**config.mk**
```make
export PLATFORM = sky130hd
export DESIGN_NAME = wb_port_guard
export DESIGN_NICKNAME = d
export VERILOG_FILES = /design/src/wb_pkg.sv /design/src/pma_pkg.sv /design/src/wb_port_guard.sv
export SDC_FILE = /design/constraint.sdc
export NUM_CORES = 1
export LEC_CHECK = 0
export BUFFER_PORTS_ARGS = -buffer_cell sky130_fd_sc_hd__buf_2
export CAP_MARGIN = 5
export CORE_AREA = 2 2 96 98
export DETAILED_ROUTE_END_ITERATION = 12
export DIE_AREA = 0 0 98 100
export PLACE_DENSITY = 0.54
export SLEW_MARGIN = 20
export SYNTH_ARGS = -nofsm -noshare
export SYNTH_HDL_FRONTEND = slang
export SYNTH_SLANG_ARGS = --single-unit
```
**constraint.sdc**
```tcl
create_clock -name HCLK -period 1.2 [get_ports HCLK]
set_input_delay 0.06 -clock HCLK [delete_from_list [all_inputs] [get_ports HCLK]]
set_output_delay 0.06 -clock HCLK [all_outputs]
set_load 0.02 [all_outputs]
```
**src/wb_pkg.sv**
```systemverilog
`default_nettype none

package wb_pkg;

  //////////////////////////////
  // Bus geometry
  //////////////////////////////

  // Data and address widths
  localparam int XLEN  = 32;
  localparam int PLEN  = 32;
  // One select bit per byte lane
  localparam int SEL_W = XLEN / 8;

  // RAM depth in words, 4 KiB
  localparam int MEM_WORDS = 1024;
  localparam int MEM_AW    = $clog2(MEM_WORDS);

  // Slave response state, shared by every responder
  typedef enum logic [1:0] {
    RESP_IDLE,
    RESP_ACK,
    RESP_ERR
  } resp_e;

  // Byte-lane merge, only lanes with sel set take new data
  function automatic logic [XLEN-1:0] sel_merge(input logic [XLEN-1:0]  old_w,
                                                input logic [XLEN-1:0]  new_w,
                                                input logic [SEL_W-1:0] sel);
    logic [XLEN-1:0] res;
    res = old_w;
    for (int i = 0; i < SEL_W; i++) begin
      if (sel[i]) begin
        res[8*i +: 8] = new_w[8*i +: 8];
      end
    end
    return res;
  endfunction

endpackage

`default_nettype wire

```
**src/pma_pkg.sv**
```systemverilog
`default_nettype none

package pma_pkg;

  // Memory type of a region
  typedef enum logic [1:0] {
    MEM_NONE,
    MEM_MAIN,
    MEM_IO
  } mem_type_e;

  // Address match mode of a region
  typedef enum logic [1:0] {
    PMA_TOR,
    PMA_NA4,
    PMA_NAPOT
  } match_e;

  // Permission bits
  localparam int             PERM_BITS  = 3;
  localparam logic [PERM_BITS-1:0] PERM_READ  = 3'b001;
  localparam logic [PERM_BITS-1:0] PERM_WRITE = 3'b010;
  localparam logic [PERM_BITS-1:0] PERM_EXEC  = 3'b100;

  //////////////////////////////
  // Region map
  //////////////////////////////

  localparam int PMA_CNT = 3;

  // RAM, 4 KiB main memory
  localparam logic [wb_pkg::PLEN-1:0] RAM_BASE = 32'h8000_0000;
  localparam logic [wb_pkg::PLEN-1:0] RAM_TOP  = 32'h8000_0FFF;

  // Tohost, 16 byte naturally aligned block
  localparam logic [wb_pkg::PLEN-1:0] TOHOST_ADR  = 32'h8000_1000;
  localparam logic [wb_pkg::PLEN-1:0] TOHOST_SIZE = 32'h0000_0010;
  localparam logic [wb_pkg::PLEN-1:0] TOHOST_LAST = TOHOST_ADR + TOHOST_SIZE - 1;

  // UART transmit, single word
  localparam logic [wb_pkg::PLEN-1:0] UART_TX_ADR = 32'h8000_1080;

  // Per-region tables, lower index has priority
  localparam logic [wb_pkg::PLEN-1:0] PMA_BASE [PMA_CNT] = '{RAM_BASE, TOHOST_ADR, UART_TX_ADR};
  localparam logic [wb_pkg::PLEN-1:0] PMA_LAST [PMA_CNT] = '{RAM_TOP, TOHOST_LAST,
                                                            UART_TX_ADR + 3};
  localparam match_e    PMA_MODE [PMA_CNT] = '{PMA_TOR, PMA_NAPOT, PMA_NA4};
  localparam mem_type_e PMA_TYPE [PMA_CNT] = '{MEM_MAIN, MEM_IO, MEM_IO};
  localparam logic [PERM_BITS-1:0] PMA_PERM [PMA_CNT] = '{
    PERM_READ | PERM_WRITE | PERM_EXEC,
    PERM_READ | PERM_WRITE,
    PERM_WRITE
  };

endpackage

`default_nettype wire

```
**src/wb_port_guard.sv**
```systemverilog
`default_nettype none

module wb_port_guard #(
  parameter bit IS_FETCH = 1'b0
) (
  input  wire                        HCLK,
  input  wire                        rst_n_i,
  // Wishbone slave side, from the core
  input  wire  [wb_pkg::PLEN-1:0]    adr_i,
  input  wire  [wb_pkg::XLEN-1:0]    dat_i,
  input  wire  [wb_pkg::SEL_W-1:0]   sel_i,
  input  wire                        we_i,
  input  wire                        cyc_i,
  input  wire                        stb_i,
  output logic                       ack_o,
  output logic                       err_o,
  output logic [wb_pkg::XLEN-1:0]    rdat_o,
  // Downstream strobes
  output logic                       main_stb_o,
  output logic                       io_stb_o,
  output logic [wb_pkg::PLEN-1:0]    fwd_adr_o,
  output logic [wb_pkg::XLEN-1:0]    fwd_dat_o,
  output logic [wb_pkg::SEL_W-1:0]   fwd_sel_o,
  output logic                       fwd_we_o,
  // Target responses
  input  wire                        main_ack_i,
  input  wire  [wb_pkg::XLEN-1:0]    main_rdat_i,
  input  wire                        io_ack_i,
  input  wire  [wb_pkg::XLEN-1:0]    io_rdat_i
);

  logic [pma_pkg::PMA_CNT-1:0]    hit;
  pma_pkg::mem_type_e             mtype;
  logic [pma_pkg::PERM_BITS-1:0]  perm;
  logic [pma_pkg::PERM_BITS-1:0]  need;
  logic                           allowed;
  logic                           req;
  logic                           fault;
  wb_pkg::resp_e                  err_state;

  //////////////////////////////
  // Region lookup
  //////////////////////////////

  always_comb begin
    for (int i = 0; i < pma_pkg::PMA_CNT; i++) begin
      case (pma_pkg::PMA_MODE[i])
        // Inclusive range
        pma_pkg::PMA_TOR: begin
          hit[i] = (adr_i >= pma_pkg::PMA_BASE[i]) && (adr_i <= pma_pkg::PMA_LAST[i]);
        end
        // Single aligned word
        pma_pkg::PMA_NA4: begin
          hit[i] = adr_i[wb_pkg::PLEN-1:2] == pma_pkg::PMA_BASE[i][wb_pkg::PLEN-1:2];
        end
        // Size mask is last minus base
        pma_pkg::PMA_NAPOT: begin
          hit[i] = (adr_i & ~(pma_pkg::PMA_LAST[i] - pma_pkg::PMA_BASE[i])) ==
                   pma_pkg::PMA_BASE[i];
        end
        default: begin
          hit[i] = 1'b0;
        end
      endcase
    end
  end

  // Lowest matching index wins
  always_comb begin
    mtype = pma_pkg::MEM_NONE;
    perm  = '0;
    for (int i = pma_pkg::PMA_CNT - 1; i >= 0; i--) begin
      if (hit[i]) begin
        mtype = pma_pkg::PMA_TYPE[i];
        perm  = pma_pkg::PMA_PERM[i];
      end
    end
  end

  //////////////////////////////
  // Permission check
  //////////////////////////////

  // Fetch needs X, else W or R by direction
  assign need    = IS_FETCH ? pma_pkg::PERM_EXEC :
                   (we_i ? pma_pkg::PERM_WRITE : pma_pkg::PERM_READ);
  // Fetch port never writes
  assign allowed = (mtype != pma_pkg::MEM_NONE) && ((perm & need) != '0) &&
                   !(IS_FETCH && we_i);

  assign req   = cyc_i && stb_i;
  assign fault = req && !allowed;

  // Gated strobes, none on a fault
  assign main_stb_o = req && allowed && (mtype == pma_pkg::MEM_MAIN);
  assign io_stb_o   = req && allowed && (mtype == pma_pkg::MEM_IO);

  assign fwd_adr_o = adr_i;
  assign fwd_dat_o = dat_i;
  assign fwd_sel_o = sel_i;
  assign fwd_we_o  = we_i;

  // Fault responder, err one cycle after sampling
  always_ff @(posedge HCLK or negedge rst_n_i) begin
    if (!rst_n_i) begin
      err_state <= wb_pkg::RESP_IDLE;
    end else if ((err_state == wb_pkg::RESP_IDLE) && fault) begin
      err_state <= wb_pkg::RESP_ERR;
    end else begin
      err_state <= wb_pkg::RESP_IDLE;
    end
  end

  assign err_o = (err_state == wb_pkg::RESP_ERR);

  // Merge target responses
  assign ack_o  = main_ack_i || io_ack_i;
  assign rdat_o = ({wb_pkg::XLEN{main_ack_i}} & main_rdat_i) |
                  ({wb_pkg::XLEN{io_ack_i}} & io_rdat_i);

endmodule

`default_nettype wire

```
Word level (Yosys, flattened, before mapping)
Index checks and enable logic that the tools add are counted.
{"block": "word_totals", "register_bits": 2, "ram_bits": 0, "in_bits": 139, "latchBits": 0, "mem_count": 0, "mem_bits_ro": 0, "wordCells": 33, "output_inout_bits": 105}
{"block": "classes", "n_shift": 0, "eq_ne": 5, "reduce_logical": 13, "mux": 8, "multipliers": 0, "div_mod_pow": 0, "n_addsub": 0, "n_bitwise": 4, "order_cmp": 2}
{"operator": "$and 32x32->32", "n": 2}
{"operator": "$ge 32x32->1 const B", "n": 1}
{"operator": "$le 32x32->1 const B", "n": 1}
{"operator": "$or 32x32->32", "n": 1}
{"operator": "$eq 30x30->1 const B", "n": 1}
{"operator": "$eq 28x28->1 const B", "n": 1}
{"operator": "$mux 2", "n": 7}
{"operator": "$logic_and 1x1->1", "n": 8}
{"operator": "$eq 2x2->1 const B", "n": 2}
{"operator": "$and 3x2->3", "n": 1}
{"operator": "$mux 3", "n": 1}
{"operator": "$reduce_bool 3->1", "n": 1}
{"operator": "$eq 2x1->1 const B", "n": 1}
{"operator": "$logic_not 2->1", "n": 1}
{"operator": "$reduce_bool 2->1", "n": 1}
{"operator": "$logic_not 1->1", "n": 1}
{"operator": "$logic_or 1x1->1", "n": 1}

Logic depth before layout (Yosys ltp)
Gate-level depths: netlist (run 1).
{"block": "logic_depth", "depth_word": 11, "mapped_depth": 4, "mapped_depth_nobuf": 4}

Least setup slack after synthesis (run 1)
OpenSTA, ideal clock, no wires.
{"block": "synth_path", "kind": "input-to-output", "from": "in adr_i[27] (netlist name)", "to": "out io_stb_o", "required_time_ns": 1.140, "slack_ns": -0.316, "arrival_time_ns": 1.456, "path_stages": 4, "cell_sequence": "nor4_2 -> nand2_1 -> or4_4 -> nor4_2"}
{"block": "synth_between", "elab_chain_cells": 9, "elab_cells_between_ends": 18, "cone_classes": "order compare (2); eq/ne (3); mux (6); bitwise (1); reduce/logical (6)"}
{"item": "start: declaration", "line_no": "wb_port_guard.sv:9", "rtl": "input wire [wb_pkg::PLEN-1:0] adr_i,"}
{"item": "branches (longest 8 deep; another with $ge 32x32->1)"}
{"item": "$logic_and 1x1->1 *", "line_no": "wb_port_guard.sv:96", "rtl": "assign io_stb_o = req && allowed && (mtype == pma_pkg::MEM_IO);"}
{"item": "end: declaration", "line_no": "wb_port_guard.sv:20", "rtl": "output logic io_stb_o,"}
Every way passes the cells marked *.

Worst setup path after layout (run 1)
{"block": "layout_path", "from": "in adr_i[21] (netlist name)", "to": "out io_stb_o"}
Same word-level chain as after synthesis.

==> metrics.cfg, run 1 <==
[run_status]
status=complete, but fails checks
violations=setup timing

[synth]
postSynthAreaPerCell_sq_um=7.55
synth_cell_types=16
synth.ff_latch_count=1
yosysSeqAreaShare_pct=2.51
syn-cell-area_sq_um=997
synthesis.instances=132
synth.net_count=271
yosysWarnings=0

[drt]
wl_per_cell_microns=13.2
drt_iter0_markers=6
viasPerCell=3.86
routed_wl_microns=4450
drtPass1Iterations=3
via_count=1298
antenna_left=0
drc=0

[grt]
grt_pass1_wl_microns=6390
grt-ovfl-total=0
grt_use_total_pct=7.95
grt_antenna_before_repair=0
grt_pass1_vias=1238
grt_start_max_net_pins=34

[sta]
slew_violations=0
tightest_slew_ns=0.555
rsz0062_at_grt=yes
maxSlewHeadroom_pct=63.0
hold_viol=0
fin_ws_ns=-0.270
post-route-min-period_ns=1.47
setup_viol=2
finalSetupTns_ns=-0.444
clock_skew_ns=0
clock.fmax_ghz=0.680
post-route-period-util_pct=122

[worst_setup_path]
arrival_ns=1.41
cp_num_buf_inv=2
worstPathRequired_ns=1.14
setup.worst_path.start_class=primary input
cpPeakStageDelay_ns=0.56
r2r_slack_ns=0.56
critical-path-top-delay-family=simple AND/OR/NAND/NOR gates
path_max_fanout=2
crit_path_top_delay_cell=or4_4
cp_cell_sequence=buf_6 -> or3_4 -> or4_4 -> nor4_4 -> buf_4
crit_type=primary input to primary output
endpoint_kind=primary output

[power]
p_seq_share_pct=5.3
leakagePower_nw=0.867
p_int_uw=328
pwr_density_cell_nw_per_um2=460
p_switching_uw=374
power_uw=701
swShare_pct=53.2
combinationalPowerShare_pct=94.7
ir_drop_v=0.000205
power.clock.fraction_pct=0

[cells_and_area]
reg_top3=err_state (1)
largest_register_ffs=1
nets=366
finish.utilization_pct=17.2
final-seq-area_sq_um=25.0
antenna_cells=0
design_area_sq_um=1530
regMostFlops=err_state
multi_input_area_sq_um=473
syn_to_final_growth_pct=52.9
drive_gt1_share_pct=79.6
fill_cells=1042

[place]
place_area_sq_um=1450
numPortBuffers=167
place.gp.congestion=0.697
hpwl_microns=4020
pre_cts_ws_ns=-0.342

[run]
cap_violations=0

[floorplanning]
core_area_sq_um=8890
die_height_microns=100
row_count=35
io_pins=244
initial_utilization_pct=11.2
die_width_microns=98
dieArea_sq_um=9800

[clock_tree]
clkLatencyLatePin_ns=0

[hold_path]
hold_path_class=primary input to primary output

## synthesized netlist by cell type
master	number	area, sq um
buf_4	69	518
a22o_1	32	280
clkbuf_1	8	30.0
nand2_1	5	18.8
nor4_1	3	18.8
nor2_1	2	7.51
nor3_1	2	10.0
nor4_2	2	25.0
o21ai_0	2	10.0
a211oi_1	1	7.51
a21boi_0	1	7.51
dfrtp_1	1	25.0
nor4b_2	1	15.0
or2_2	1	6.26
or3_1	1	6.26
or4_4	1	11.3
## worst paths after layout
path / start / to / cells past startpoint
worst max-delay path: adr_i[21] / io_stb_o / 5
worst min-delay path: dat_i[11] / fwd_dat_o[11] / 0
worst max register to register: err_state[1] / err_state[1] / 1
worst min register to register: err_state[1] / err_state[1] / 1
max in group asynchronous: rst_n_i / err_state[1] / 2
min in group asynchronous: rst_n_i / err_state[1] / 2
## layout by cell type, fill, tap and decap left out, drive strengths merged, types with 2 or more instances in the layout
cell type	count
o21ai	2
buf	169
nor2	2
nand2	5
nor4	5
nor3	2
a22o	32
## power groups by stage
| stage | clock [mW] | sequential (mW) | combinational, mW |
|---|---|---|---|
| 3_3_place_gp | 0 | 0.0369 | 0.642 |
| 3_5_place_dp | 0 | 0.0372 | 0.649 |
| 5_1_grt | 0 | 0.0372 | 0.714 |
| 6_report | 0 | 0.0370 | 0.664 |
| 2_1_floorplan | 0 | 0.0394 | 0.579 |
| 4_1_cts | 0 | 0.0369 | 0.660 |
## per-layer routing
layer | vias to the layer above | part of all wire [%] | wire length, microns | track usage, %
met5 | - | 0 | 0 | 0
met4 | 0 | 4.3 | 190 | 2.88
met3 | 18 | 16 | 713 | 3.06
met2 | 121 | 52 | 2290 | 16.6
met1 | 566 | 28 | 1250 | 6.61
li1 | 593 | - | - | -
## cell type report
type	instances	area share (%)
tap	111	9.11
multi-input combinational	54	31.0
sequential	1	1.64
timing repair buffer	170	58.2
## cell families (layout without fill, tap and decap cells)
| logic type | after synthesis | in the layout | synth area share, % |
|---|---|---|---|
| DFF | 1 | 1 | 2.51 |
| and+or+nand+nor | 18 | 18 | 11.9 |
| buffers and inverters | 77 | 170 | 55.0 |
| AOI/OAI and AO/OA | 36 | 36 | 30.6 |
## stage by stage
step	cells	hold WS, ns
4_1_cts	336	0.120
5_1_grt	336	0.120
3_3_place_gp	335	-0.165
2_1_floorplan	132	-0.236
6_report	336	0.120
3_5_place_dp	335	-0.164
## what timing repair did
action	CTS	global route
pin swaps	3	3
hold buffers	1	0
resized for setup	8	6
endpoints found under the hold margin	1	0
buffers inserted	0	0
setup endpoints to repair	3	3
(Power assumes the default switching activity.)
==> inputs of run 2 (changes only) <==
--- a/config.mk
+++ b/config.mk
@@ -7,9 +7,10 @@
 export LEC_CHECK = 0
 export BUFFER_PORTS_ARGS = -buffer_cell sky130_fd_sc_hd__buf_2
 export CAP_MARGIN = 5
-export CORE_AREA = 2 2 96 98
+export CORE_AREA = 2 2 94 96
+export CTS_CLUSTER_SIZE = 40
 export DETAILED_ROUTE_END_ITERATION = 12
-export DIE_AREA = 0 0 98 100
+export DIE_AREA = 0 0 96 98
 export PLACE_DENSITY = 0.54
 export SLEW_MARGIN = 20
 export SYNTH_ARGS = -nofsm -noshare
==> constraint.sdc (replaced) <==
create_clock -name HCLK -period 1.4 [get_ports HCLK]
set_input_delay 0.07 -clock HCLK [delete_from_list [all_inputs] [get_ports HCLK]]
set_output_delay 0.07 -clock HCLK [all_outputs]
set_load 0.02 [all_outputs]
==> run 2 against run 1 <==
Net effect:
- the flow still finishes with violations (setup timing)
- global-route usage decreased by 0.30 points
- utilization grew 0.99 points
- die area down 4.0%
- clock skew unchanged
- sequential power down 14%
- cell area increased by 0.74%
- sequential cell count stayed put
- cell count is 0.30% higher
- sequential share of layout area hardly changed
- register-to-register slack improved by 0.20 ns
- combinational power shrank 14%
- worst hold slack improved by 0.020 ns
- largest cell class unchanged
- largest power group unchanged
- highest routed layer unchanged
==> metrics.cfg, run 2 (synthesis gave the netlist of run 1 again) <==
[place]
place.gp.congestion=0.697  ; about the same
pre_cts_ws_ns=-0.226  ; was -0.342 ns
hpwl_microns=3780  ; was 4020 microns
numPortBuffers=167  ; unchanged

[sta]
whs_ns=0.140  ; was 0.120 ns
post-route-period-util_pct=106
hold_viol=0  ; unchanged
tightest_slew_ns=0.546  ; was 0.555 ns
setup_viol=3  ; was 2
rsz0062_at_grt=yes  ; unchanged
clock_skew_ns=0  ; unchanged
slew_violations=0  ; unchanged
clock.fmax_ghz=0.675
fin_ws_ns=-0.0816  ; was -0.270 ns
maxSlewHeadroom_pct=63.6  ; was 63.0%
post-route-min-period_ns=1.48

[hold_path]
whs_endpoint=fwd_dat_o[0]  ; was fwd_dat_o[11]
holdPathStages=0  ; unchanged
holdCritStartpoint=dat_i[0]  ; was dat_i[11]
hold_path_class=primary input to primary output  ; unchanged

[drt]
antenna_left=0  ; unchanged
via_count=1270  ; was 1,298
routed_wl_microns=4080  ; was 4450 microns
viasPerCell=3.77  ; was 3.86
wl_per_cell_microns=12.1  ; was 13.2 microns
drc=0  ; unchanged
drtPass1Iterations=4  ; was 3
drt_iter0_markers=46  ; was 6

[floorplanning]
die_width_microns=96  ; was 98 microns
core_area_sq_um=8470  ; was 8890 sq um
row_count=34  ; was 35
dieArea_sq_um=9410  ; was 9800 sq um
io_pins=244  ; unchanged
die_height_microns=98  ; was 100 microns
initial_utilization_pct=11.8  ; was 11.2%

[grt]
grt-ovfl-total=0  ; unchanged
grt_pass1_wl_microns=5730  ; was 6390 microns
grt_start_max_net_pins=34  ; unchanged
grt_pass1_vias=1185  ; was 1,238
grt_use_total_pct=7.65  ; was 7.95%
grt_antenna_before_repair=0  ; unchanged

[power]
ir_drop_v=0.000176  ; was 0.000205 V
pwr_density_cell_nw_per_um2=394  ; was 460 nW/um^2
leakagePower_nw=0.882  ; was 0.867 nW

[worst_setup_path]
worstPathRequired_ns=1.33  ; was 1.14 ns
r2r-end=err_state[1]  ; unchanged
crit_type=primary input to primary output  ; unchanged
crit_path_top_delay_cell=or4_4  ; unchanged
path_max_fanout=2  ; unchanged
cp_num_buf_inv=2  ; unchanged
setup.worst_path.start_class=primary input  ; unchanged
critical-path-top-delay-family=simple AND/OR/NAND/NOR gates  ; unchanged
endpoint_kind=primary output  ; unchanged
arrival_ns=1.41  ; about the same
r2r_start=err_state[1]  ; unchanged
cp_cell_sequence=buf_2 -> or3_4 -> or4_4 -> nor4_4 -> buf_4  ; was buf_6 -> or3_4 -> or4_4 -> nor4_4 -> buf_4
r2r_slack_ns=0.76  ; was 0.56 ns
ff2ff_path_depth=1  ; unchanged
cpPeakStageDelay_ns=0.54  ; was 0.56 ns

[cells_and_area]
final_common_cell=buf_2  ; unchanged
reg_top3=err_state (1)  ; unchanged
largest_register_ffs=1  ; unchanged
antenna_cells=0  ; unchanged
syn_to_final_growth_pct=54.1  ; was 52.9%
nets=370  ; was 366
regMostFlops=err_state  ; unchanged
drive_gt1_share_pct=79.0  ; was 79.6%
mostFrequentLayoutCells=buf_2, a22o_1, buf_4  ; was buf_2, a22o_1, nand2_1

[run_status]
violations=setup timing  ; unchanged
status=complete, but fails checks  ; unchanged

[run]
cap_violations=0  ; unchanged

[clock_tree]
clkLatencyLatePin_ns=0  ; about the same

-- run 2: cell count changes in the layout (fill, tap and decap cells not counted), moves of 2 or more --
cell	before	now
nor4_1	0	2
nor4_2	3	1
buf_6	4	2
buf_4	3	8
-- run 2: repair_timing --
action | CTS | global route
setup endpoints to repair | 2 | 3
hold buffers | 1 | 0
endpoints found under the hold margin | 1 | 0
buffers inserted | 3 | 1
resized for setup | 8 | 3
pin swaps | 6 | 5
-- run 2: through the flow --
step | setup TNS (ns) | cell area [sq um] | power, mW | utilization [%] | instances
floorplan | 0 | 1010 | 0.530 | - | 132
CTS | -0.206 | 1510 | 0.610 | 17.9 | 336
finish | -0.135 | 1540 | 0.605 | 18.1 | 337
global route | -0.330 | 1540 | 0.656 | 18.1 | 337
global placement | -0.342 | 1440 | 0.592 | 17.1 | 332
detailed placement | -0.360 | 1440 | 0.597 | 17.1 | 332
-- run 2: worst max path at each step --
stage               from  slack, ns  cells after the start          to
2_1_floorplan  adr_i[27]       0.08                      4  main_stb_o
3_3_place_gp   adr_i[17]      -0.21                      6    io_stb_o
3_5_place_dp   adr_i[17]      -0.23                      6    io_stb_o
4_1_cts        adr_i[18]      -0.09                      6    io_stb_o
5_1_grt        adr_i[16]      -0.13                      6    io_stb_o
6_report       adr_i[22]      -0.08                      5    io_stb_o
-- run 2: metal layers --
layer  vias to the layer above  track usage [%]  share of wire, %
met4                         0             1.21               1.2
met3                        10             1.16                12
li1                        601                -                 -
met2                       114             16.2                54
met1                       545             7.45                32
met5                         -                0                 0
-- run 2: final cells by class --
cell class	count	area, sq um
Sequential cell	1	25.0
Tap cell	108	135
Fill cell	963	6930
Timing Repair Buffer	174	918
Multi-Input combinational cell	54	458
-- run 2: power breakdown --
part | total [mW] | leakage (nW) | internal [mW] | switching [mW]
clock network | 0 | 0 | 0 | 0
logic | 0.574 | 0.869 | 0.252 | 0.322
registers | 0.0318 | 0.0131 | 0.0310 | 0.000789
total | 0.605 | 0.882 | 0.283 | 0.322
