--- config.mk ---
export PLATFORM = sky130hd
export DESIGN_NAME = mmio_catcher
export DESIGN_NICKNAME = d
export VERILOG_FILES = /design/src/wb_pkg.sv /design/src/pma_pkg.sv /design/src/mmio_catcher.sv
export SDC_FILE = /design/constraint.sdc
export NUM_CORES = 1
export LEC_CHECK = 0
export BUFFER_PORTS_ARGS = -buffer_cell sky130_fd_sc_hd__buf_2
export CAP_MARGIN = 20
export CORE_MARGIN = 5
export CORE_UTILIZATION = 45
export DETAILED_ROUTE_END_ITERATION = 10
export GPL_TIMING_DRIVEN = 0
export MAX_ROUTING_LAYER = met4
export PLACE_DENSITY_LB_ADDON = 0.12
export SYNTH_ARGS = -nofsm -noshare
export SYNTH_HDL_FRONTEND = slang
export SYNTH_SLANG_ARGS = --single-unit
--- constraint.sdc ---
create_clock -name HCLK -period 2.2 [get_ports HCLK]
set_input_delay 0.44 -clock HCLK [delete_from_list [all_inputs] [get_ports HCLK]]
set_output_delay 0.44 -clock HCLK [all_outputs]
set_load 0.01 [all_outputs]
--- src/wb_pkg.sv ---
`default_nettype none

package wb_pkg;

  //////////////////////////////
  // Bus geometry
  //////////////////////////////

  // Data and address widths
  localparam int XLEN  = 32;
  localparam int PLEN  = 32;
  // One select bit per byte lane
  localparam int SEL_W = XLEN / 8;

  // RAM depth in words, 4 KiB
  localparam int MEM_WORDS = 1024;
  localparam int MEM_AW    = $clog2(MEM_WORDS);

  // Slave response state, shared by every responder
  typedef enum logic [1:0] {
    RESP_IDLE,
    RESP_ACK,
    RESP_ERR
  } resp_e;

  // Byte-lane merge, only lanes with sel set take new data
  function automatic logic [XLEN-1:0] sel_merge(input logic [XLEN-1:0]  old_w,
                                                input logic [XLEN-1:0]  new_w,
                                                input logic [SEL_W-1:0] sel);
    logic [XLEN-1:0] res;
    res = old_w;
    for (int i = 0; i < SEL_W; i++) begin
      if (sel[i]) begin
        res[8*i +: 8] = new_w[8*i +: 8];
      end
    end
    return res;
  endfunction

endpackage

`default_nettype wire

--- src/pma_pkg.sv ---
`default_nettype none

package pma_pkg;

  // Memory type of a region
  typedef enum logic [1:0] {
    MEM_NONE,
    MEM_MAIN,
    MEM_IO
  } mem_type_e;

  // Address match mode of a region
  typedef enum logic [1:0] {
    PMA_TOR,
    PMA_NA4,
    PMA_NAPOT
  } match_e;

  // Permission bits
  localparam int             PERM_BITS  = 3;
  localparam logic [PERM_BITS-1:0] PERM_READ  = 3'b001;
  localparam logic [PERM_BITS-1:0] PERM_WRITE = 3'b010;
  localparam logic [PERM_BITS-1:0] PERM_EXEC  = 3'b100;

  //////////////////////////////
  // Region map
  //////////////////////////////

  localparam int PMA_CNT = 3;

  // RAM, 4 KiB main memory
  localparam logic [wb_pkg::PLEN-1:0] RAM_BASE = 32'h8000_0000;
  localparam logic [wb_pkg::PLEN-1:0] RAM_TOP  = 32'h8000_0FFF;

  // Tohost, 16 byte naturally aligned block
  localparam logic [wb_pkg::PLEN-1:0] TOHOST_ADR  = 32'h8000_1000;
  localparam logic [wb_pkg::PLEN-1:0] TOHOST_SIZE = 32'h0000_0010;
  localparam logic [wb_pkg::PLEN-1:0] TOHOST_LAST = TOHOST_ADR + TOHOST_SIZE - 1;

  // UART transmit, single word
  localparam logic [wb_pkg::PLEN-1:0] UART_TX_ADR = 32'h8000_1080;

  // Per-region tables, lower index has priority
  localparam logic [wb_pkg::PLEN-1:0] PMA_BASE [PMA_CNT] = '{RAM_BASE, TOHOST_ADR, UART_TX_ADR};
  localparam logic [wb_pkg::PLEN-1:0] PMA_LAST [PMA_CNT] = '{RAM_TOP, TOHOST_LAST,
                                                            UART_TX_ADR + 3};
  localparam match_e    PMA_MODE [PMA_CNT] = '{PMA_TOR, PMA_NAPOT, PMA_NA4};
  localparam mem_type_e PMA_TYPE [PMA_CNT] = '{MEM_MAIN, MEM_IO, MEM_IO};
  localparam logic [PERM_BITS-1:0] PMA_PERM [PMA_CNT] = '{
    PERM_READ | PERM_WRITE | PERM_EXEC,
    PERM_READ | PERM_WRITE,
    PERM_WRITE
  };

endpackage

`default_nettype wire

--- src/mmio_catcher.sv ---
`default_nettype none

module mmio_catcher (
  input  wire                       HCLK,
  input  wire                       rst_n_i,
  input  wire                       stb_i,
  input  wire  [wb_pkg::PLEN-1:0]   adr_i,
  input  wire  [wb_pkg::XLEN-1:0]   dat_i,
  input  wire  [wb_pkg::SEL_W-1:0]  sel_i,
  input  wire                       we_i,
  output logic                      ack_o,
  output logic [wb_pkg::XLEN-1:0]   rdat_o,
  // UART byte stream, no back-pressure
  output logic                      uart_valid_o,
  output logic [7:0]                uart_data_o,
  // Test end
  output logic                      done_o,
  output logic [wb_pkg::XLEN-2:0]   exit_code_o
);

  wb_pkg::resp_e           state;
  logic                    take;
  logic                    hit_tohost;
  logic                    hit_uart;
  logic [wb_pkg::XLEN-1:0] tohost_q;
  logic [wb_pkg::XLEN-1:0] tohost_nxt;

  assign take = stb_i && (state == wb_pkg::RESP_IDLE);

  // Address decode, tohost block and UART word
  assign hit_tohost = (adr_i & ~(pma_pkg::TOHOST_SIZE - 1)) == pma_pkg::TOHOST_ADR;
  assign hit_uart   = adr_i[wb_pkg::PLEN-1:2] == pma_pkg::UART_TX_ADR[wb_pkg::PLEN-1:2];

  assign tohost_nxt = wb_pkg::sel_merge(tohost_q, dat_i, sel_i);

  //////////////////////////////
  // Control registers
  //////////////////////////////

  always_ff @(posedge HCLK or negedge rst_n_i) begin
    if (!rst_n_i) begin
      state        <= wb_pkg::RESP_IDLE;
      tohost_q     <= '0;
      done_o       <= 1'b0;
      exit_code_o  <= '0;
      uart_valid_o <= 1'b0;
    end else begin
      if (take) begin
        state <= wb_pkg::RESP_ACK;
      end else begin
        state <= wb_pkg::RESP_IDLE;
      end
      // One pulse per UART write, lined up with ack
      uart_valid_o <= take && we_i && hit_uart;
      if (take && we_i && hit_tohost) begin
        tohost_q <= tohost_nxt;
        // Bit 0 marks test end, sticky
        if (tohost_nxt[0]) begin
          done_o      <= 1'b1;
          exit_code_o <= tohost_nxt[wb_pkg::XLEN-1:1];
        end
      end
    end
  end

  assign ack_o = (state == wb_pkg::RESP_ACK);

  // Payload
  always_ff @(posedge HCLK) begin
    if (take && we_i && hit_uart) begin
      uart_data_o <= dat_i[7:0];
    end
    if (take) begin
      rdat_o <= (hit_tohost && !we_i) ? tohost_q : '0;
    end
  end

endmodule

`default_nettype wire

After elaboration in Yosys (flattened, before gate mapping)
Index checks and enable logic that the tools add are counted.
W data, S select, Z words.
- register bits: 107
- input bits: 72
- output and inout bits: 74
- word-level logic and storage cells: 23
- equality and inequality tests: 3
- mux-type cells: 5
- reductions and logical operators: 8
- operators with widths (kind ; number):
    $mux W8 ; 4
    $eq A30 B30 Y1 const B ; 1
    $eq A28 B28 Y1 const B ; 1
    $logic_and A1 B1 Y1 ; 5
    $eq A2 B1 Y1 const B ; 1
    $logic_not A2 Y1 ; 1
    $reduce_and A2 Y1 ; 1
    $logic_not A1 Y1 ; 1
    $mux W1 ; 1

Logic depth before layout (Yosys ltp)
Gate-level depths: netlist of run 1.
- depth after elaboration: 5
- depth in mapped cells: 6
- gate-level depth less buffers: 4

Worst setup path after synthesis of run 1
Ideal clock, no wire load.
- path kind: input to register
- start point: input port adr_i[27] in the netlist's numbering
- end point: register uart_data_o[0] (enable)
- setup time: 0.397 ns
- arrival time: 2.227 ns
- required time: 1.803 ns
- setup slack: -0.424 ns
- cell stages on the path: 3
- path buffers: 0
- path through: nor4b_1 nand4_4 nor4_1
- cells in the longest elaborated chain, start to end: 2
- RTL lines (what ; line ; RTL):
    from (decl) ; mmio_catcher.sv:7 ; input wire [wb_pkg::PLEN-1:0] adr_i,
    $eq A30 B30 Y1 ; mmio_catcher.sv:32 ; assign hit_uart = adr_i[wb_pkg::PLEN-1:2] == pma_pkg::UART_TX_ADR[wb_pkg::PLEN-1:2];
    $logic_and A1 B1 Y1 ; mmio_catcher.sv:70 ; if (take && we_i && hit_uart) begin
    to (signal assigned) ; mmio_catcher.sv:71 ; uart_data_o <= dat_i[7:0];
    to (decl) ; mmio_catcher.sv:15 ; output logic [7:0] uart_data_o,
No other way between the ends.
A chain may end at the register's enable or synchronous reset.

Final worst setup path of run 1
- start point: input port adr_i[7] in the netlist's numbering
- end point: register tohost_q[8] in the netlist's numbering
- cells in the longest elaborated chain, start to end: 2
- RTL lines (what ; line ; RTL):
    $eq A28 B28 Y1 ; mmio_catcher.sv:31 ; assign hit_tohost = (adr_i & ~(pma_pkg::TOHOST_SIZE - 1)) == pma_pkg::TOHOST_ADR;
    $logic_and A1 B1 Y1 ; mmio_catcher.sv:55 ; if (take && we_i && hit_tohost) begin
    to (signal assigned) ; mmio_catcher.sv:56 ; tohost_q <= tohost_nxt;
    to (decl) ; mmio_catcher.sv:25 ; logic [wb_pkg::XLEN-1:0] tohost_q;
No other way between the ends.

==> results of run 1 <==
through the flow:
step / utilization / TNS (ns)
final: 0.583 / 0
after global routing: 0.583 / 0
after CTS: 0.581 / 0
after detailed placement: 0.559 / -51.89
after global placement: 0.555 / -55.85
after floorplan: - / -2.26
layout make-up:
type | instances | area [sq um] | area share
inverter | 4 | 15.0 | 0.00262
buffer | 10 | 91.3 | 0.0160
tap | 133 | 166 | 0.0291
clock inverter | 6 | 42.5 | 0.00743
multi-input combinational | 151 | 1670 | 0.292
timing repair buffer | 144 | 756 | 0.132
sequential | 106 | 2850 | 0.499
clock buffer | 10 | 128 | 0.0223
state kept, by name, summed over array words and instances (netlist names):
register	flops
state	1
tohost_q	32
uart_valid_o	1
done_o	1
rdat_o	32
exit_code_o	31
uart_data_o	8
worst max-delay path, stage by stage:
cell    delay (ns)
buf_2         0.10
or4_4         0.55
or2_4         0.25
buf_6         0.15
nor4_4        0.47
mux2_2        0.40
cells in the mapped netlist, drive strengths merged (2+ instances only):
cell type | count | area share
and2 | 32 | 0.044
buf | 7 | 0.012
clkbuf | 4 | 0.0055
dfrtp | 66 | 0.36
edfxtp | 40 | 0.27
inv | 4 | 0.0033
mux2 | 93 | 0.25
nor4 | 11 | 0.032
nor4b | 2 | 0.0039
or2 | 2 | 0.0028
cell families after synthesis:
logic type,Yosys count
multiplexers,94
buffers and inverters,15
flip-flops,106
AO/OA/AOI/OAI,1
AND/OR/NAND/NOR,56
worst paths after layout:
path                            cells after the start        endpoint  slack, ns     start
worst max-delay path                                6     tohost_q[8]       0.07  adr_i[7]
worst min-delay path                                1    tohost_q[22]       0.18   rst_n_i
worst max register to register                      5     tohost_q[8]       0.17  state[0]
worst min register to register                      1          done_o       0.49    done_o
max in group asynchronous                           1  exit_code_o[0]       1.45   rst_n_i
min in group HCLK                                   1  uart_data_o[0]       0.28  dat_i[0]
metal layers:
layer	up-vias	wire [microns]	track usage
li1	1298	-	-
met1	1318	4100	0.204
met2	90	4610	0.275
met3	9	678	0.0419
met4	0	93	0.0449
met5	-	0	-
power by group through the flow:
stage          logic (W)  clock network [W]  registers [W]
2_1_floorplan  0.0000734                  0        0.00214
3_3_place_gp    0.000223                  0        0.00213
3_5_place_dp    0.000235                  0        0.00213
4_1_cts         0.000237            0.00111        0.00208
5_1_grt         0.000259            0.00119        0.00209
6_report        0.000234            0.00108        0.00208
timing repair:
| action | in CTS | in global routing |
|---|---|---|
| pin swaps | 1 | 2 |
| buffers inserted | 3 | 1 |
| endpoints found under the setup margin | 68 | 57 |
| endpoints found under the hold margin | 0 | 0 |
| gates resized for setup | 3 | 11 |
| hold buffers | 0 | 0 |
==> reports/results.tsv, run 1 <==
stage	metric	value	unit
cells_and_area	design area	5720	sq um
route	# DRC	0	
power_and_ir_drop	Max VDD drop	0.000462	V
worst_setup_path	CP Capture Type	register	
route	WL final	9490	microns
sta	Final setup viols	0	
global_routing	pin count of the biggest net entering global routing	67	
sta	final period utilization	0.970	
synth	asr flop ratio synth	0.623	
synth	xor and xnor area share after synthesis	0	
global_routing	GRT Total Usage	0.166	
worst_setup_path	critical path fanouts, max	8	
route	Antenna Violating Nets Remaining	0	
cells_and_area	antenna cells	0	
worst_setup_path	CP startpoint kind	input port	
route	first-iteration detailed-routing DRC count	51	
place	Placed Area	5490	sq um
sta	Least-Margin Pin Slew	0.866	ns
power_and_ir_drop	Reg power frac	0.614	
synth	post-synthesis mux area share	0.250	
route	WL per Instance	16.8	microns
worst_setup_path	Data required, critical path	2.44	ns
synth	syn_nets	344	
route	vias per cell	4.81	
route	total number of vias	2715	
synth	number of flops mapped to enable cells by yosys	40	
global_routing	vias in the first global route	2900	
sta	Pins Over Slew Limit	0	
cells_and_area	layout cells sized above 1	0.631	
synth	synthesis-stage register bit count	106	
worst_setup_path	WS Path Type	input port to register	
run	Max-Cap Viols	0	
power_and_ir_drop	clock share of power	0.317	
cells_and_area	nets	498	
cells_and_area	commonest non-fill, non-tap cells in the layout	buf_2, dfrtp_1, mux2_2	
clock_network	Clk Latency, worst-skew pair	0.36	ns
place	Final Wtd Congestion	0.715	
clock_network	Num CTS Buffers	9	
floorplan	die width	110	microns
clock_network	Clock Tree Root	clkbuf_8	
power_and_ir_drop	Pwr Density	593	nW/um^2
sta	min cycle time layout	2.13	ns
power_and_ir_drop	Sw Ratio	0.233	
cells_and_area	fillers	856	
power_and_ir_drop	internal power	0.00260	W
clock_network	Worst-path clk slew	0.10	ns
floorplan	Core ar.	9820	sq um
cells_and_area	area grow syn2layout	26.3	%
min_path	class of the worst hold path	input port to async pin	
synth	largest family of logic cells by synthesized area	multiplexers	
sta	Layout Skew	0.00992	ns
synth	Synth Area in Compound Gates	0.00166	
sta	final-report hold violation count	0	
sta	Fmax	469	MHz
power_and_ir_drop	switching pwr	0.000792	W
synth	Avg Cell Area, Syn	16.7	sq um
power_and_ir_drop	combinational power share	0.069	
synth	Simple-Gate Fraction of Synth Area	0.0977	
synth	Yosys cell types	27	
cells_and_area	Post-Layout Cell Count	564	
cells_and_area	most common cell after layout, fill and taps aside	buf_2	
clock_network	CTS tree	built	
sta	unrepaired setup endpoints after global routing	false	
floorplan	FP Rows	36	
worst_setup_path	CP arrival	2.37	ns
place	Place WS	-0.824	ns
synth	Cell Area, Synth	4530	sq um
run_status	outcome	completed	
synth	Adder-Cell Fraction of Synth Area	0	
global_routing	first-pass GRT wire length	14600	microns
place	Inst Count DP	545	
global_routing	global route overflow	0	
sta	Hold WS	0.185	ns
synth	Syn Inst Count	272	
route	Initial DRT Pass Iterations	4	
clock_network	H-Tree Depth	3	
global_routing	initial antenna violation count	0	
place	hpwl dp	6720	microns
sta	setup ws final	0.0671	ns
power_and_ir_drop	Final Total Pwr	0.00339	W
clock_network	clk buf depth	2	
floorplan	starting density of the core	0.462	
floorplan	die area	12200	sq um
sta	Worst slew margin	0.422	
power_and_ir_drop	Lkg Pwr	2.83	nW
place	PortBufs	139	
synth	Yosys warning count	0	
synth	post-synthesis sequential area ratio	0.629	
floorplan	io pins	146	
clock_network	sink count of the clock tree	106	
floorplan	Die H	110	microns
synth	Post-synth top flop	dfrtp_1	
No activity file was read; power rests on OpenSTA's default activity.
==> inputs of run 2 (changes only) <==
CORE_UTILIZATION = 46   (was 45)
PLACE_DENSITY = 0.77   (was unset)
PLACE_DENSITY_LB_ADDON = unset   (was 0.12)
==> run 2 against run 1 <==
Routed wire length up 2.0%. Non-clock buffer count unchanged. Via count up 1.7%. Critical path type unchanged. Largest power group unchanged. Highest routed layer unchanged.
==> reports/results.tsv, run 2 (synthesized netlist as in run 1, its figures left out) <==
stage	metric	value	unit
run_status	outcome	completed	
clock_network	CTS tree	built	
cells_and_area	fillers	756	
cells_and_area	antenna cells	0	
sta	final period utilization	0.965	
cells_and_area	nets	498	
clock_network	Num CTS Buffers	9	
global_routing	first-pass GRT wire length	14900	microns
clock_network	Worst-path clk slew	0.10	ns
sta	Hold WS	0.175	ns
cells_and_area	Largest regs	rdat_o: 32 flops, tohost_q: 32 flops, exit_code_o: 31 flops	
cells_and_area	most common cell after layout, fill and taps aside	buf_2	
route	vias per cell	4.90	
clock_network	Clk Latency, worst-skew pair	0.37	ns
sta	Pins Over Slew Limit	0	
sta	Worst slew margin	0.428	
route	# DRC	0	
clock_network	H-Tree Depth	3	
worst_setup_path	CP Capture Type	register	
route	Initial DRT Pass Iterations	4	
place	Inst Count DP	545	
worst_setup_path	Data required, critical path	2.46	ns
place	Place WS	-0.731	ns
global_routing	initial antenna violation count	0	
floorplan	Die H	109	microns
place	Placed Area	5490	sq um
place	hpwl dp	6890	microns
route	total number of vias	2762	
power_and_ir_drop	Pwr Density	615	nW/um^2
clock_network	clk buf depth	2	
min_path	class of the worst hold path	input port to async pin	
sta	setup ws final	0.0764	ns
sta	unrepaired setup endpoints after global routing	false	
route	first-iteration detailed-routing DRC count	69	
worst_setup_path	CP arrival	2.38	ns
place	PortBufs	139	
cells_and_area	area grow syn2layout	26.9	%
sta	Final setup viols	0	
global_routing	vias in the first global route	2947	
sta	Layout Skew	0.0108	ns
worst_setup_path	largest stage delay on the critical path	0.55	ns
sta	Fmax	471	MHz
power_and_ir_drop	Max VDD drop	0.000292	V
floorplan	Core ar.	9680	sq um
sta	min cycle time layout	2.12	ns
place	Final Wtd Congestion	0.782	
floorplan	die area	11900	sq um
clock_network	Clock Tree Root	clkbuf_8	
run	Max-Cap Viols	0	
floorplan	die width	109	microns
floorplan	FP Rows	36	
worst_setup_path	CP max stage cell	or4_4	
clock_network	sink count of the clock tree	106	
route	WL per Instance	17.1	microns
worst_setup_path	CP startpoint kind	input port	
worst_setup_path	WS Path Type	input port to register	
sta	Setup TNS Final	0	ns
floorplan	starting density of the core	0.468	
power_and_ir_drop	Lkg Pwr	2.83	nW
global_routing	GRT Total Usage	0.173	
cells_and_area	commonest non-fill, non-tap cells in the layout	buf_2, dfrtp_1, mux2_2	
route	Antenna Violating Nets Remaining	0	
sta	final-report hold violation count	0	
global_routing	pin count of the biggest net entering global routing	67	
sta	Least-Margin Pin Slew	0.859	ns
cells_and_area	layout cells sized above 1	0.633	
global_routing	global route overflow	0	
worst_setup_path	cell breakdown of the critical path	buf_2 -> or4_4 -> or2_1 -> buf_6 -> nor4_4 -> mux2_2	
floorplan	io pins	146	
cells_and_area	Post-Layout Cell Count	564	
cells_and_area	design area	5750	sq um
worst_setup_path	critical path fanouts, max	8	
route	WL final	9670	microns
[run 2: changes by cell type in the layout (fill, tap and decap cells not counted), sizes merged]
cell and change:
bufinv +1, clkbuf -1, clkinv -2, clkinvlp +3, inv -1
[run 2: repair_timing]
action | in CTS | in global routing
gates resized for setup | 1 | 8
setup buffers | 2 | 1
setup endpoints to repair | 66 | 44
endpoints found under the hold margin | 0 | 0
pin swaps | 0 | 1
hold buffers | 0 | 0
[run 2: path summary, 6_finish.rpt]
| path | depth (start not counted) | startpoint | slack [ns] | to |
|---|---|---|---|---|
| worst max register to register | 5 | state[0] | 0.13 | tohost_q[26] |
| min in group HCLK | 1 | dat_i[5] | 0.26 | uart_data_o[5] |
| worst max-delay path | 6 | adr_i[7] | 0.08 | tohost_q[26] |
| worst min register to register | 1 | done_o | 0.49 | done_o |
| max in group asynchronous | 1 | rst_n_i | 1.47 | exit_code_o[6] |
| worst min-delay path | 1 | rst_n_i | 0.17 | exit_code_o[22] |
[run 2: stage by stage]
step	total power, W	utilization
2_1_floorplan	0.00221	-
4_1_cts	0.00358	0.589
3_3_place_gp	0.00235	0.563
6_report	0.00354	0.594
5_1_grt	0.00368	0.594
3_5_place_dp	0.00236	0.566
[run 2: critical path, delay by kind of cell]
family,cells,cell delay (ns)
AND/OR/NAND/NOR,3,1.27
multiplexers,1,0.40
buffers and inverters,2,0.26
[run 2: layout make-up]
class                      instances  area, sq um  area share
sequential                       106         2850       0.496
clock buffer                       9          124      0.0215
tap                              133          166      0.0289
inverter                           4         15.0     0.00261
timing repair buffer             143          761       0.132
buffer                            11         85.1      0.0148
multi-input combinational        151         1670       0.290
clock inverter                     7         77.6      0.0135
[run 2: metal layers]
layer,track usage,vias up,share of wire
li1,-,1300,-
met1,0.212,1358,0.43
met2,0.287,94,0.50
met3,0.0326,10,0.057
met4,0.0641,0,0.015
met5,-,-,0
[run 2: where the power goes]
part / internal, W / switching (W)
Combinational: 0.000107 / 0.000126
Clock: 0.000532 / 0.000688
Sequential: 0.00208 / 0.00000739
==> inputs of run 3 (changes only) <==
CORE_UTILIZATION = 25   (was 46)
PLACE_DENSITY = 0.48   (was 0.77)
==> run 3 against run 2 <==
Clock skew fell by 0.0027 ns. Register-to-register slack barely moved. Largest cell class unchanged. Power rose by 14%. Fmax decreased by 2.9%. Worst hold slack worse by 0.13 ns. Global-route usage shrank 5.9 points. Routed wire length grew 17%.
==> reports/results.tsv, run 3 (synthesized netlist as in run 1, its figures left out) <==
stage	metric	value	unit
run_status	outcome	completed	
clock_network	CTS tree	built	
power_and_ir_drop	Pwr Density	654	nW/um^2
clock_network	clk buf depth	2	
floorplan	FP Rows	49	
cells_and_area	most common cell after layout, fill and taps aside	buf_2	
cells_and_area	Largest regs	rdat_o: 32 flops, tohost_q: 32 flops, exit_code_o: 31 flops	
floorplan	Core ar.	17900	sq um
worst_setup_path	CP startpoint kind	input port	
clock_network	Clk Latency, worst-skew pair	0.35	ns
sta	Least-Margin Pin Slew	0.643	ns
place	hpwl dp	8120	microns
worst_setup_path	most used cell, CP	buf_6	
place	PortBufs	139	
route	Antenna Violating Nets Remaining	0	
worst_setup_path	largest stage delay on the critical path	0.54	ns
route	# DRC	0	
sta	Final setup viols	0	
cells_and_area	commonest non-fill, non-tap cells in the layout	buf_2, dfrtp_1, mux2_2	
global_routing	initial antenna violation count	0	
cells_and_area	antenna cells	0	
place	Final Wtd Congestion	0.719	
route	vias per cell	4.20	
worst_setup_path	cell breakdown of the critical path	buf_6 -> or4_4 -> or2_1 -> buf_6 -> nor4_4 -> buf_6 -> buf_4 -> mux2_2	
sta	final period utilization	0.994	
sta	Layout Skew	0.00809	ns
sta	final-report hold violation count	0	
sta	min cycle time layout	2.19	ns
global_routing	first-pass GRT wire length	17500	microns
cells_and_area	area grow syn2layout	35.6	%
global_routing	global route overflow	0	
global_routing	vias in the first global route	3091	
route	first-iteration detailed-routing DRC count	126	
worst_setup_path	CP max stage cell	or4_4	
place	Placed Area	5640	sq um
min_path	class of the worst hold path	input port to async pin	
worst_setup_path	cell family with most CP delay	simple AND/OR/NAND/NOR gates	
worst_setup_path	critical path fanouts, max	6	
route	WL final	11300	microns
floorplan	io pins	146	
clock_network	H-Tree Depth	3	
clock_network	Worst-path clk slew	0.07	ns
floorplan	Die H	145	microns
worst_setup_path	CP arrival	2.42	ns
worst_setup_path	Buffers & Inverters on Critical Path	4	
global_routing	pin count of the biggest net entering global routing	35	
floorplan	die area	20900	sq um
cells_and_area	nets	509	
floorplan	die width	145	microns
cells_and_area	design area	6140	sq um
clock_network	Clock Tree Root	clkbuf_16	
cells_and_area	fillers	1785	
run	Max-Cap Viols	0	
cells_and_area	layout cells sized above 1	0.649	
power_and_ir_drop	Max VDD drop	0.000445	V
sta	unrepaired setup endpoints after global routing	true	
route	WL per Instance	16.8	microns
route	Initial DRT Pass Iterations	4	
power_and_ir_drop	Lkg Pwr	2.97	nW
route	total number of vias	2818	
worst_setup_path	CP Capture Type	register	
floorplan	starting density of the core	0.253	
clock_network	Num CTS Buffers	9	
clock_network	sink count of the clock tree	106	
worst_setup_path	WS Path Type	input port to register	
sta	Setup TNS Final	0	ns
sta	Worst slew margin	0.570	
sta	Pins Over Slew Limit	0	
worst_setup_path	Data required, critical path	2.43	ns
sta	Fmax	457	MHz
global_routing	GRT Total Usage	0.114	
[run 3: timing repair]
| action | 4_1_cts | 5_1_grt |
|---|---|---|
| pin swaps | 3 | 4 |
| setup buffers | 5 | 5 |
| endpoints found under the setup margin | 74 | 69 |
| hold buffers | 0 | 0 |
| cloned | 0 | 1 |
| resized for setup | 4 | 13 |
[run 3: final cells by class]
class	instances	area [sq um]	share of cell area
Clock inverter	7	83.8	0.0136
Timing Repair Buffer	154	900	0.146
Buffer	11	111	0.0181
Clock buffer	9	225	0.0367
Sequential cell	106	2850	0.464
Tap cell	229	287	0.0466
Multi-Input combinational cell	151	1670	0.272
Inverter	4	15.0	0.00244
[run 3: power by group]
part / leakage (nW) / total, W / switching [W] / internal [W]
clock network: 0.154 / 0.00169 / 0.000779 / 0.000908
logic: 1.51 / 0.000246 / 0.000132 / 0.000114
registers: 1.31 / 0.00208 / 0.00000787 / 0.00208
[run 3: final timing paths]
check | startpoint | end | slack (ns) | cells past startpoint
min in group HCLK | dat_i[2] | uart_data_o[2] | 0.29 | 1
worst min-delay path | rst_n_i | tohost_q[28] | 0.05 | 1
worst min register to register | done_o | done_o | 0.47 | 1
worst max register to register | state[0] | exit_code_o[18] | 0.13 | 7
max in group asynchronous | rst_n_i | tohost_q[15] | 1.60 | 2
worst max-delay path | adr_i[17] | exit_code_o[18] | 0.01 | 8
[run 3: per-layer routing]
metal | vias up | track usage | share of wire
met4 | 0 | 0.0324 | 0.0078
met3 | 8 | 0.0321 | 0.074
met5 | - | - | 0
met2 | 97 | 0.182 | 0.47
li1 | 1325 | - | -
met1 | 1388 | 0.142 | 0.44
[run 3: metrics by stage]
stage / std cells / worst slack, ns / hold slack, ns / utilization / total power [W]
after floorplan: 272 / -0.0856 / 0.144 / - / 0.00221
after global placement: 640 / -1.03 / 0.450 / 0.311 / 0.00236
after detailed placement: 644 / -0.725 / 0.442 / 0.315 / 0.00238
after CTS: 665 / 0.000512 / 0.0436 / 0.336 / 0.00409
after global routing: 671 / -0.0547 / 0.0668 / 0.343 / 0.00418
final: 671 / 0.0140 / 0.0455 / 0.343 / 0.00402
